## src/common/ossc_pkg.sv

```systemverilog
/*
 * Shared widths, control word bit map, OSD palette and default parameters
 * for the output side of the scan converter. Imported by every RTL block.
 */
package ossc_pkg;

    // Pixel format
    localparam int COLOR_W = 8;
    localparam int RGB_W = 3 * COLOR_W;

    // OSD colour index and its palette
    localparam int OSD_COLOR_W = 2;
    localparam logic [RGB_W-1:0] OSD_BLACK = 24'h000000;
    localparam logic [RGB_W-1:0] OSD_BLUE = 24'h0000ff;
    localparam logic [RGB_W-1:0] OSD_YELLOW = 24'hffff00;
    localparam logic [RGB_W-1:0] OSD_WHITE = 24'hffffff;

    // System control word as written by the CPU
    localparam int CTRL_W = 32;
    localparam int SYS_POWERON_BIT = 0;
    localparam int FRAMELOCK_BIT = 14;
    localparam int FAN_DUTY_LSB = 16;
    localparam int LED_DUTY_LSB = 20;
    localparam int REFRESH_ENABLE_BIT = 24;

    // PWM duty, 15 means always on
    localparam int DUTY_W = 4;

    // Front panel
    localparam int BTN_W = 6;
    localparam int IR_CODE_W = 16;

    // Board defaults, overridden for short simulations
    localparam int DEF_PWM_PERIOD = 1024;
    localparam int DEF_LED_HOLD_W = 24;
    localparam int DEF_REFRESH_INTERVAL = 842;

endpackage

```

## src/board/front_panel.sv

```systemverilog
/*
 * Front panel housekeeping: button synchronizers, resync indication hold
 * counter and the three status LEDs, dimmed by the LED PWM.
 */
`timescale 1ns/1ps

module front_panel import ossc_pkg::*; #(
    parameter int HOLD_W = DEF_LED_HOLD_W
) (
    input  logic                 pclk_out,
    input  logic                 po_reset_n,
    input  logic [BTN_W-1:0]     btn_i,
    input  logic [IR_CODE_W-1:0] ir_code_i,
    input  logic                 resync_strobe_i,
    input  logic                 pll_locked_i,
    input  logic                 poweron_i,
    input  logic                 framelock_i,
    input  logic                 led_pwm_i,
    output logic [BTN_W-1:0]     btn_o,
    output logic [2:0]           led_o
);

    logic [BTN_W-1:0]  btn_sync1;
    logic              strobe_sync1;
    logic              strobe_sync2;
    logic              strobe_prev;
    logic              strobe_rise;
    logic [HOLD_W-1:0] hold_cnt;
    logic [2:0]        led_state;

    // Buttons are active low, released after reset
    always_ff @(posedge pclk_out or negedge po_reset_n) begin
        if (!po_reset_n) begin
            btn_sync1 <= '1;
            btn_o <= '1;
        end else begin
            btn_sync1 <= btn_i;
            btn_o <= btn_sync1;
        end
    end

    always_ff @(posedge pclk_out or negedge po_reset_n) begin
        if (!po_reset_n) begin
            {strobe_sync1, strobe_sync2, strobe_prev} <= 3'b000;
        end else begin
            strobe_sync1 <= resync_strobe_i;
            strobe_sync2 <= strobe_sync1;
            strobe_prev <= strobe_sync2;
        end
    end

    assign strobe_rise = strobe_sync2 & ~strobe_prev;

    // Powered down and unlocked, free running wrap makes bit 0 blink
    always_ff @(posedge pclk_out or negedge po_reset_n) begin
        if (!po_reset_n) begin
            hold_cnt <= '0;
        end else if (poweron_i) begin
            if (strobe_rise) begin
                hold_cnt <= '1;
            end else if (hold_cnt != '0) begin
                hold_cnt <= hold_cnt - 1'b1;
            end
        end else if (pll_locked_i) begin
            hold_cnt <= '0;
        end else begin
            hold_cnt <= hold_cnt - 1'b1;
        end
    end

    // Bit order is blue, green, red
    assign led_state = poweron_i ? {framelock_i, (ir_code_i == '0), (hold_cnt != '0)}
                                 : {2'b00, ~hold_cnt[HOLD_W-1]};

    always_ff @(posedge pclk_out or negedge po_reset_n) begin
        if (!po_reset_n) begin
            led_o <= 3'b000;
        end else begin
            led_o <= {3{led_pwm_i}} & led_state;
        end
    end

endmodule

```

## src/board/pwm_2ch.sv

```systemverilog
/*
 * Two PWM channels sharing one period counter, used for the fan and the
 * LED brightness. Duty is in sixteenths of PERIOD, 15 gives a steady high.
 */
`timescale 1ns/1ps

module pwm_2ch import ossc_pkg::*; #(
    parameter int PERIOD = DEF_PWM_PERIOD
) (
    input  logic              pclk_out,
    input  logic              po_reset_n,
    input  logic [DUTY_W-1:0] ch1_duty_i,
    input  logic [DUTY_W-1:0] ch2_duty_i,
    output logic              ch1_pwm_o,
    output logic              ch2_pwm_o
);

    localparam int CNT_W = $clog2(PERIOD);

    logic [CNT_W-1:0]  period_cnt;
    logic [DUTY_W-1:0] phase;

    function automatic logic duty_on(input logic [DUTY_W-1:0] duty, input logic [DUTY_W-1:0] ph);
        return (duty == '1) || (ph < duty);
    endfunction

    // Top bits of the counter give the phase in sixteenths
    assign phase = period_cnt[CNT_W-1 -: DUTY_W];

    always_ff @(posedge pclk_out or negedge po_reset_n) begin
        if (!po_reset_n) begin
            period_cnt <= '0;
            ch1_pwm_o <= 1'b0;
            ch2_pwm_o <= 1'b0;
        end else begin
            period_cnt <= period_cnt + 1'b1;
            ch1_pwm_o <= duty_on(ch1_duty_i, phase);
            ch2_pwm_o <= duty_on(ch2_duty_i, phase);
        end
    end

endmodule

```

## src/logic/ossc_out_top.sv

```systemverilog
/*
 * Output side of the scan converter: OSD overlay and HDMI TX launch,
 * fan/LED PWM, front panel and DRAM refresh scheduling on pclk_out.
 */
`timescale 1ns/1ps

module ossc_out_top import ossc_pkg::*; #(
    parameter int PWM_PERIOD = DEF_PWM_PERIOD,
    parameter int LED_HOLD_W = DEF_LED_HOLD_W,
    parameter int REFRESH_INTERVAL = DEF_REFRESH_INTERVAL
) (
    input  logic                   pclk_out,
    input  logic                   po_reset_n,
    input  logic [CTRL_W-1:0]      sys_ctrl_i,
    input  logic [RGB_W-1:0]       sc_rgb_i,
    input  logic                   sc_hsync_i,
    input  logic                   sc_vsync_i,
    input  logic                   sc_de_i,
    input  logic                   osd_enable_i,
    input  logic [OSD_COLOR_W-1:0] osd_color_i,
    input  logic [BTN_W-1:0]       btn_i,
    input  logic [IR_CODE_W-1:0]   ir_code_i,
    input  logic                   resync_strobe_i,
    input  logic                   pll_locked_i,
    input  logic                   refresh_ack_i,
    output logic [RGB_W-1:0]       tx_rgb_o,
    output logic                   tx_hsync_o,
    output logic                   tx_vsync_o,
    output logic                   tx_de_o,
    output logic [BTN_W-1:0]       btn_o,
    output logic [2:0]             led_o,
    output logic                   fan_pwm_o,
    output logic                   tx_5v_en_o,
    output logic                   refresh_req_o
);

    logic              poweron;
    logic              framelock;
    logic [DUTY_W-1:0] fan_duty;
    logic [DUTY_W-1:0] led_duty;
    logic              refresh_enable;
    logic              fan_pwm;
    logic              led_pwm;

    // Control word fields
    assign poweron = sys_ctrl_i[SYS_POWERON_BIT];
    assign framelock = sys_ctrl_i[FRAMELOCK_BIT];
    assign fan_duty = sys_ctrl_i[FAN_DUTY_LSB +: DUTY_W];
    assign led_duty = sys_ctrl_i[LED_DUTY_LSB +: DUTY_W];
    assign refresh_enable = sys_ctrl_i[REFRESH_ENABLE_BIT];

    // Fan driver is active low, off while powered down
    assign fan_pwm_o = ~(poweron & fan_pwm);
    assign tx_5v_en_o = poweron;

    osd_overlay u_osd_overlay (
        .pclk_out     (pclk_out),
        .po_reset_n   (po_reset_n),
        .rgb_i        (sc_rgb_i),
        .hsync_i      (sc_hsync_i),
        .vsync_i      (sc_vsync_i),
        .de_i         (sc_de_i),
        .osd_enable_i (osd_enable_i),
        .osd_color_i  (osd_color_i),
        .rgb_o        (tx_rgb_o),
        .hsync_o      (tx_hsync_o),
        .vsync_o      (tx_vsync_o),
        .de_o         (tx_de_o)
    );

    pwm_2ch #(.PERIOD(PWM_PERIOD)) u_pwm (
        .pclk_out   (pclk_out),
        .po_reset_n (po_reset_n),
        .ch1_duty_i (fan_duty),
        .ch2_duty_i (led_duty),
        .ch1_pwm_o  (fan_pwm),
        .ch2_pwm_o  (led_pwm)
    );

    front_panel #(.HOLD_W(LED_HOLD_W)) u_front_panel (
        .pclk_out        (pclk_out),
        .po_reset_n      (po_reset_n),
        .btn_i           (btn_i),
        .ir_code_i       (ir_code_i),
        .resync_strobe_i (resync_strobe_i),
        .pll_locked_i    (pll_locked_i),
        .poweron_i       (poweron),
        .framelock_i     (framelock),
        .led_pwm_i       (led_pwm),
        .btn_o           (btn_o),
        .led_o           (led_o)
    );

    dram_refresh_sched #(.INTERVAL(REFRESH_INTERVAL)) u_refresh_sched (
        .pclk_out      (pclk_out),
        .po_reset_n    (po_reset_n),
        .enable_i      (refresh_enable),
        .refresh_ack_i (refresh_ack_i),
        .refresh_req_o (refresh_req_o)
    );

endmodule

```

## src/memory/dram_refresh_sched.sv

```systemverilog
/*
 * Periodic DRAM refresh requests toward the memory controller using a
 * four-phase req/ack exchange. Interval restarts once ack is seen low.
 */
`timescale 1ns/1ps

module dram_refresh_sched import ossc_pkg::*; #(
    parameter int INTERVAL = DEF_REFRESH_INTERVAL
) (
    input  logic pclk_out,
    input  logic po_reset_n,
    input  logic enable_i,
    input  logic refresh_ack_i,
    output logic refresh_req_o
);

    localparam int CNT_W = $clog2(INTERVAL + 1);
    localparam logic [1:0] ST_COUNT = 2'd0;
    localparam logic [1:0] ST_REQ = 2'd1;
    localparam logic [1:0] ST_ACK_LOW = 2'd2;

    logic [1:0]       state;
    logic [CNT_W-1:0] cnt;

    always_ff @(posedge pclk_out or negedge po_reset_n) begin
        if (!po_reset_n) begin
            state <= ST_COUNT;
            cnt <= '0;
        end else begin
            case (state)
                ST_COUNT: begin
                    if (!enable_i) begin
                        cnt <= '0;
                    end else if (cnt == CNT_W'(INTERVAL - 1) && !refresh_ack_i) begin
                        cnt <= '0;
                        state <= ST_REQ;
                    end else if (cnt != CNT_W'(INTERVAL - 1)) begin
                        cnt <= cnt + 1'b1;
                    end
                end
                // A raised request always completes, even if disabled
                ST_REQ: begin
                    if (refresh_ack_i)
                        state <= ST_ACK_LOW;
                end
                default: begin
                    if (!refresh_ack_i)
                        state <= ST_COUNT;
                end
            endcase
        end
    end

    assign refresh_req_o = (state == ST_REQ);

endmodule

```

## src/video/osd_overlay.sv

```systemverilog
/*
 * OSD colour substitution on the scaler output followed by the HDMI TX
 * launch register. Fixed two-cycle latency, one pixel per clock.
 */
`timescale 1ns/1ps

module osd_overlay import ossc_pkg::*; (
    input  logic                   pclk_out,
    input  logic                   po_reset_n,
    input  logic [RGB_W-1:0]       rgb_i,
    input  logic                   hsync_i,
    input  logic                   vsync_i,
    input  logic                   de_i,
    input  logic                   osd_enable_i,
    input  logic [OSD_COLOR_W-1:0] osd_color_i,
    output logic [RGB_W-1:0]       rgb_o,
    output logic                   hsync_o,
    output logic                   vsync_o,
    output logic                   de_o
);

    logic [RGB_W-1:0] osd_rgb;
    logic [RGB_W-1:0] rgb_q;
    logic             hsync_q;
    logic             vsync_q;
    logic             de_q;

    always_comb begin
        case (osd_color_i)
            2'd0:    osd_rgb = OSD_BLACK;
            2'd1:    osd_rgb = OSD_BLUE;
            2'd2:    osd_rgb = OSD_YELLOW;
            default: osd_rgb = OSD_WHITE;
        endcase
    end

    // Stage one: overlay, syncs delayed alongside
    always_ff @(posedge pclk_out or negedge po_reset_n) begin
        if (!po_reset_n) begin
            rgb_q <= '0;
            {hsync_q, vsync_q, de_q} <= 3'b000;
        end else begin
            rgb_q <= osd_enable_i ? osd_rgb : rgb_i;
            {hsync_q, vsync_q, de_q} <= {hsync_i, vsync_i, de_i};
        end
    end

    // Stage two: launch toward the transmitter pins
    always_ff @(posedge pclk_out or negedge po_reset_n) begin
        if (!po_reset_n) begin
            rgb_o <= '0;
            {hsync_o, vsync_o, de_o} <= 3'b000;
        end else begin
            rgb_o <= rgb_q;
            {hsync_o, vsync_o, de_o} <= {hsync_q, vsync_q, de_q};
        end
    end

endmodule
```

## config.mk

```make
export PLATFORM = sky130hd
export DESIGN_NAME = ossc_out_top
export DESIGN_NICKNAME = d
export VERILOG_FILES = /design/src/common/ossc_pkg.sv /design/src/board/front_panel.sv /design/src/board/pwm_2ch.sv /design/src/logic/ossc_out_top.sv /design/src/memory/dram_refresh_sched.sv /design/src/video/osd_overlay.sv
export SDC_FILE = /design/constraint.sdc
export NUM_CORES = 1
export LEC_CHECK = 0
export BUFFER_PORTS_ARGS = -buffer_cell sky130_fd_sc_hd__buf_2
export CORE_ASPECT_RATIO = 1.4
export CORE_MARGIN = 2
export CORE_UTILIZATION = 42
export DETAILED_ROUTE_END_ITERATION = 8
export PLACE_DENSITY = 0.68
export SETUP_SLACK_MARGIN = 0.5
export SLEW_MARGIN = 5
export SYNTH_ARGS = -nofsm -noshare
export SYNTH_HDL_FRONTEND = slang
export SYNTH_SLANG_ARGS = --single-unit
export TNS_END_PERCENT = 100
```

## constraint.sdc

```tcl
create_clock -name pclk_out -period 1.85 [get_ports pclk_out]
set_input_delay 0.0925 -clock pclk_out [delete_from_list [all_inputs] [get_ports pclk_out]]
set_output_delay 0.0925 -clock pclk_out [all_outputs]
set_load 0.01 [all_outputs]
```

==> results of run 1 <==
## cell usage after synthesis (all sizes together), types with 9 or more instances
| cell type | count |
|---|---|
| nand2 | 22 |
| a21oi | 12 |
| dfstp | 12 |
| o21ai | 45 |
| and3 | 9 |
| clkbuf | 12 |
| xnor2 | 18 |
| inv | 39 |
| nor2 | 25 |
| ha | 11 |
| dfrtp | 108 |
| nand3 | 20 |
| nor3 | 10 |
| nor4 | 14 |
## flip-flops by register name (all words and copies together) (netlist names), 2 cells and up
name / flops
u_front_panel.hold_cnt: 24
u_osd_overlay.rgb_o: 24
u_osd_overlay.rgb_q: 24
u_pwm.period_cnt: 10
u_refresh_sched.cnt: 10
u_front_panel.btn_o: 6
u_front_panel.btn_sync1: 6
u_front_panel.led_o: 3
u_refresh_sched.state: 2
## cell type report
| class | instances | share of cell area |
|---|---|---|
| Clock inverter | 15 | 0.0245 |
| Tap cell | 144 | 0.0243 |
| Timing Repair Buffer | 208 | 0.202 |
| Clock buffer | 17 | 0.0573 |
| Sequential cell | 120 | 0.407 |
| Multi-Input combinational cell | 264 | 0.265 |
| Inverter | 39 | 0.0197 |
## routing by layer
metal | GRT usage | vias to the layer above
met4 | 0.0878 | 0
li1 | - | 1951
met3 | 0.0446 | 27
met2 | 0.362 | 106
met5 | 0 | -
met1 | 0.239 | 2039
## logic make-up after synthesis
| family | Yosys count | synth area share |
|---|---|---|
| AO/OA/AOI/OAI | 83 | 0.102 |
| XOR/XNOR | 26 | 0.0464 |
| adder cells (fa/ha/maj) | 11 | 0.0281 |
| buffers and inverters | 56 | 0.0452 |
| flip-flops | 120 | 0.615 |
| multiplexers | 5 | 0.0102 |
| AND/OR/NAND/NOR | 139 | 0.153 |
## critical path: stages, from the launching register on
cell	delay, ns
sky130_fd_sc_hd__dfrtp_1	0.38
sky130_fd_sc_hd__or4_4	0.59
sky130_fd_sc_hd__nor4_2	0.22
sky130_fd_sc_hd__and4_1	0.29
sky130_fd_sc_hd__buf_6	0.16
sky130_fd_sc_hd__xnor2_2	0.12
sky130_fd_sc_hd__a22oi_2	0.07
## cell usage in the layout, fill, tap and decap left out, drive strengths merged, types with 3 or more instances in the layout
cell type | netlist | final
ha | 11 | 11
or2 | 3 | 3
nand4b | 3 | 3
nand3 | 20 | 20
clkbuf | 12 | 17
inv | 39 | 48
and2 | 6 | 6
nor3 | 10 | 10
xnor2 | 18 | 18
mux2i | 5 | 5
o31ai | 3 | 3
a21oi | 12 | 12
nor2b | 5 | 5
and3 | 9 | 9
nand4 | 6 | 6
or4 | 3 | 3
nor4 | 14 | 14
dfrtp | 108 | 108
a211oi | 6 | 6
xor2 | 8 | 8
dfstp | 12 | 12
nor2 | 25 | 25
o21ai | 45 | 45
buf | 5 | 154
nand2 | 22 | 22
dlygate4sd3 | 0 | 53
o21a | 3 | 3
or3 | 5 | 5
## through the flow
step                cells   util  hold WS, ns  area, µm²  worst slack, ns
finish                807  0.654       0.0329       7420           -0.129
global route          807  0.654       0.0622       7420           -0.291
detailed placement    716  0.525        0.110       5950          -0.0694
global placement      716  0.525       0.0969       5950          -0.0520
floorplan             440      -       -0.203       4970          -0.0718
CTS                   803  0.637       0.0131       7220          -0.0563
## how the worst max path moves through the flow
| stage | slack [ns] | to | start | cells past startpoint |
|---|---|---|---|---|
| after global routing | -0.29 | u_front_panel.hold_cnt[2] | u_front_panel.hold_cnt[0] | 9 |
| after global placement | -0.05 | u_front_panel.hold_cnt[23] | u_front_panel.hold_cnt[19] | 6 |
| final | -0.13 | u_front_panel.hold_cnt[0] | u_front_panel.hold_cnt[18] | 6 |
| after floorplan | -0.07 | u_refresh_sched.cnt[7] | u_refresh_sched.cnt[5] | 6 |
| after detailed placement | -0.07 | u_refresh_sched.cnt[7] | u_refresh_sched.cnt[2] | 5 |
| after CTS | -0.06 | u_refresh_sched.cnt[7] | u_refresh_sched.cnt[2] | 5 |
## power by group through the flow
stage               Sequential [mW]  Clock (mW)  Combinational (mW)
CTS                            3.07        3.40                1.52
floorplan                      3.12           0               0.658
global route                   3.11        3.54                1.82
finish                         3.09        3.35                1.68
global placement               3.07           0                1.26
detailed placement             3.09           0                1.31
## repair_timing
| action | CTS | global route |
|---|---|---|
| endpoints found under the hold margin | 64 | 0 |
| setup buffers | 1 | 4 |
| gates cloned | 0 | 0 |
| gates resized for setup | 22 | 39 |
| setup endpoints to repair | 36 | 40 |
| pin swaps | 9 | 18 |
| hold buffers | 54 | 0 |
==> summary.txt, run 1 <==
GRT
  • Global-route wire length before repair: 20.4 mm
  • Initial antenna violation count: 0
  • Pin count of the biggest net entering global routing: 43
  • Total congestion overflow after global routing: 0
  • All-Layer GR Usage: 0.207
  • Number of global-route vias before repair: 4303

Synth
  • Ys async rst share: 1.00
  • Area share of the largest cell type after synthesis: 0.551
  • Number of flops mapped to enable cells by yosys: 0
  • Net count of the mapped netlist: 540
  • Cells after synthesis: 440
  • Yosys warnings: 0
  • Syn Std Cell Area: 0.00490 mm²
  • Register area share after synthesis: 0.615
  • Yosys reg bits: 120
  • Avg Synthesized Cell Area: 11.1 µm²
  • Synth Flop Type: sky130_fd_sc_hd__dfrtp_1
  • Ranking of synthesized cells by area: sky130_fd_sc_hd__dfrtp_1 55%, sky130_fd_sc_hd__dfstp_2 6.4%, sky130_fd_sc_hd__o21ai_0 4.5%
  • Count of distinct cell types in the synthesized netlist: 47
  • Library cell with the largest summed area after synthesis: sky130_fd_sc_hd__dfrtp_1

Setup path
  • Capture instance of the worst register-to-register path: u_front_panel.hold_cnt[0]
  • Cell count of the worst reg-to-reg path: 6
  • Internal reg-to-reg setup slack: -0.13 ns
  • CP Data Arrival Time: 2.24 ns
  • Crit Reg-Reg Startpoint: u_front_panel.hold_cnt[18]
  • Launching element type of the critical path: flop
  • Largest fanout on the critical path: 5
  • Critical path capture point type: flop
  • Data required, critical path: 2.11 ns
  • Class of the most critical setup path: flop to flop

Die
  • Floorplan die height: 132 µm
  • Horiz. Die Dim: 95.3 µm
  • Area of the placeable core: 0.0113 mm²
  • Number of top-level pins: 128
  • Total die area: 0.0126 mm²
  • Floorplan row count: 46
  • Starting density of the core: 0.433

Job
  • Max-capacitance violation count: 0

Timing
  • Final Skew: 0.00839 ns
  • Pins over their slew limit: 0
  • Relative slew margins: 0.644
  • Worst Slack Setup Final: -0.129 ns
  • Fmax: 0.505 GHz
  • Setup-failing EPs final: 22
  • Hold Vio Cnt, Final: 0
  • Setup TNS: -1.05 ns
  • Least-Margin Pin Slew: 0.534 ns
  • Minimum clock period after layout: 1.98 ns
  • Tcrit/Tclk final: 1.07
  • Unrepaired setup endpoints after global routing: true

CTS
  • Number of buffers created by CTS: 17
  • Level count of the clock H-tree: 4
  • Number of sinks handled by clock tree synthesis: 120
  • Clock latency on the worst-skew pair: 0.41 ns
  • Register clock-pin slew on the reported worst setup and hold paths: 0.06 ns
  • Worst-case clock buffer depth: 2
  • TritonCTS clock tree: done
  • CTS Root Cell: sky130_fd_sc_hd__clkbuf_16

Route
  • Wire length on met2: 6.81 mm
  • Router iterations before antenna repair: 4
  • Routed wire per std cell: 15.3 µm
  • Number of vias in the routed layout: 4123
  • Top Metal Used: met4
  • Met1 Wirelength: 4.82 mm
  • Total DRC errors in the routed layout: 0
  • Routed length on met3: 424 µm
  • Drt initial violations: 152
  • Post-route antenna net violation count: 0
  • Via-per-instance ratio: 5.11
  • Routed WL: 12.3 mm

Pwr
  • Sw power: 2.34 mW
  • Post-layout total power: 8.11 mW
  • Reported leakage power: 3.54 nW
  • Peak supply drop: 0.000629 V
  • Pwr per Cell Area: 1090 mW/mm²
  • Clock network fraction of total power: 0.412
  • Internal Pwr Total: 5.77 mW
  • Sequential power share: 0.381
  • Comb pwr share: 0.207
  • Net Sw Frac: 0.288

Hold path
  • Hold-critical path depth: 3
  • End point of the worst hold path: u_osd_overlay.rgb_q[0]
  • Hold_sp: osd_color_i[0]
  • Min-Delay Path Class: input port to flop

Layout
  • Count of inserted antenna diode cells: 0
  • Area taken by multi-input logic gates: 0.00197 mm²
  • Fraction of layout instances using a drive strength above 1: 0.383
  • Area occupied by registers: 0.00302 mm²
  • Area growth syn-to-layout: 51.2%
  • Fillcell total: 806
  • Count of nets after finishing: 750

Status
  • Violations in the final reports: setup timing
  • Status: complete, but fails checks

Placement
  • Dpl hpwl: 7.55 mm
  • Global placement routability congestion: 0.834
  • PortBufs: 106
No activity file was read; power rests on OpenSTA's default activity.
==> inputs of run 2 (changes only) <==
CAP_MARGIN = 30   (was not set)
CORE_MARGIN = not set   (was 2)
==> summary.txt, run 2 (synthesis results as in run 1) <==
Placement
  • Dpl hpwl: 7.45 mm
  • PortBufs: 106
  • Post-place setup slack: -0.0396 ns
  • Cell count after placement: 711
  • Area post-placement: 0.00590 mm²
  • Global placement routability congestion: 0.821

Status
  • Status: complete, but fails checks
  • Violations in the final reports: setup timing

CTS
  • CTS Root Cell: sky130_fd_sc_hd__clkbuf_16
  • Number of sinks handled by clock tree synthesis: 120
  • Clock latency on the worst-skew pair: 0.41 ns
  • Number of buffers created by CTS: 17
  • TritonCTS clock tree: done
  • Level count of the clock H-tree: 4
  • Worst-case clock buffer depth: 2
  • Register clock-pin slew on the reported worst setup and hold paths: 0.06 ns

Timing
  • Setup-failing EPs final: 21
  • Pins over their slew limit: 0
  • Tcrit/Tclk final: 1.05
  • Worst slack on hold paths: 0.0127 ns
  • Unrepaired setup endpoints after global routing: true
  • Final Skew: 0.00661 ns
  • Least-Margin Pin Slew: 0.477 ns
  • Minimum clock period after layout: 1.95 ns
  • Fmax: 0.513 GHz
  • Setup TNS: -1.28 ns
  • Worst Slack Setup Final: -0.0995 ns
  • Hold Vio Cnt, Final: 0
  • Relative slew margins: 0.682

Setup path
  • Data required, critical path: 2.13 ns
  • Launching element type of the critical path: flop
  • CP Data Arrival Time: 2.23 ns
  • Class of the most critical setup path: flop to flop
  • Critical path capture point type: flop
  • Largest fanout on the critical path: 8

GRT
  • Global-route wire length before repair: 19.9 mm
  • All-Layer GR Usage: 0.213
  • Pin count of the biggest net entering global routing: 45
  • Number of global-route vias before repair: 4423
  • Total congestion overflow after global routing: 0
  • Initial antenna violation count: 0

Die
  • Area of the placeable core: 0.0113 mm²
  • Starting density of the core: 0.433
  • Horiz. Die Dim: 93.3 µm
  • Total die area: 0.0121 mm²
  • Floorplan die height: 130 µm
  • Number of top-level pins: 128
  • Floorplan row count: 46

Layout
  • Registers with the most flip-flops: u_front_panel.hold_cnt x24, u_osd_overlay.rgb_o x24, u_osd_overlay.rgb_q x24
  • Area occupied by registers: 0.00302 mm²
  • Area taken by multi-input logic gates: 0.00197 mm²
  • Top library cells by usage in the layout, fill and taps aside: 106 x sky130_fd_sc_hd__dfrtp_1, 105 x sky130_fd_sc_hd__buf_2, 56 x sky130_fd_sc_hd__dlygate4sd3_1
  • Area growth syn-to-layout: 50.7%
  • Count of nets after finishing: 746
  • Fraction of layout instances using a drive strength above 1: 0.384
  • Area of all placed cells without fillers: 0.00739 mm²
  • Fillcell total: 820
  • Final core area utilization: 0.652
  • Most common library cell in the layout ignoring fill and taps: sky130_fd_sc_hd__dfrtp_1
  • Fin cells: 803
  • Count of inserted antenna diode cells: 0

Job
  • Max-capacitance violation count: 0

Hold path
  • Min-Delay Path Class: input port to flop

Route
  • Router iterations before antenna repair: 4
  • Post-route antenna net violation count: 0
  • Drt initial violations: 184
  • Via-per-instance ratio: 5.08
  • Routed wire per std cell: 15.3 µm
  • Total DRC errors in the routed layout: 0
  • Number of vias in the routed layout: 4082
  • Routed WL: 12.3 mm

Pwr
  • Pwr per Cell Area: 1080 mW/mm²
  • Post-layout total power: 8.02 mW
  • Peak supply drop: 0.000916 V
  • Reported leakage power: 3.50 nW
run 2: metal layers:
| metal | track usage | part of all wire | vias up |
|---|---|---|---|
| li1 | - | - | 1927 |
| met2 | 0.385 | 0.56 | 102 |
| met5 | 0 | 0 | - |
| met1 | 0.228 | 0.38 | 2021 |
| met4 | 0.129 | 0.028 | 0 |
| met3 | 0.0437 | 0.031 | 32 |
run 2: power breakdown:
| part | total [mW] | switching (mW) | internal (mW) |
|---|---|---|---|
| registers | 3.08 | 0.190 | 2.89 |
| logic | 1.53 | 0.768 | 0.765 |
| clock network | 3.41 | 1.26 | 2.15 |
| total | 8.02 | 2.22 | 5.80 |
run 2: path summary, 6_finish.rpt:
kind,start,cells after the start,slack [ns],end
worst max-delay path,u_front_panel.hold_cnt[18],6,-0.1,u_front_panel.hold_cnt[12]
worst min-delay path,osd_color_i[0],3,0.01,u_osd_overlay.rgb_q[1]
worst max register to register,u_front_panel.hold_cnt[18],6,-0.1,u_front_panel.hold_cnt[12]
worst min register to register,u_osd_overlay.rgb_q[14],0,0.35,u_osd_overlay.rgb_o[14]
max in group asynchronous,po_reset_n,3,1.00,u_front_panel.btn_o[3]
min in group asynchronous,po_reset_n,2,0.20,u_osd_overlay.rgb_q[5]
run 2: final cells by class:
| class | instances | area share |
|---|---|---|
| inverter | 39 | 0.0198 |
| sequential | 120 | 0.409 |
| tap | 144 | 0.0244 |
| clock buffer | 17 | 0.0575 |
| multi-input combinational | 264 | 0.266 |
| clock inverter | 15 | 0.0259 |
| timing repair buffer | 204 | 0.198 |
run 2: timing repair:
action / CTS / global route
hold buffers: 56 / 0
pin swaps: 15 / 7
endpoints found under the setup margin: 36 / 39
gates cloned: 1 / 0
buffers inserted: 1 / 2
endpoints found under the hold margin: 74 / 0
gates resized for setup: 22 / 43
run 2: worst max-delay path: stages (launching register included):
cell                      delay (ns)
sky130_fd_sc_hd__dfrtp_1        0.38
sky130_fd_sc_hd__or4_4          0.59
sky130_fd_sc_hd__nor4_4         0.21
sky130_fd_sc_hd__nand4_1        0.21
sky130_fd_sc_hd__o22ai_2        0.19
sky130_fd_sc_hd__buf_6          0.20
sky130_fd_sc_hd__nor3_2         0.05
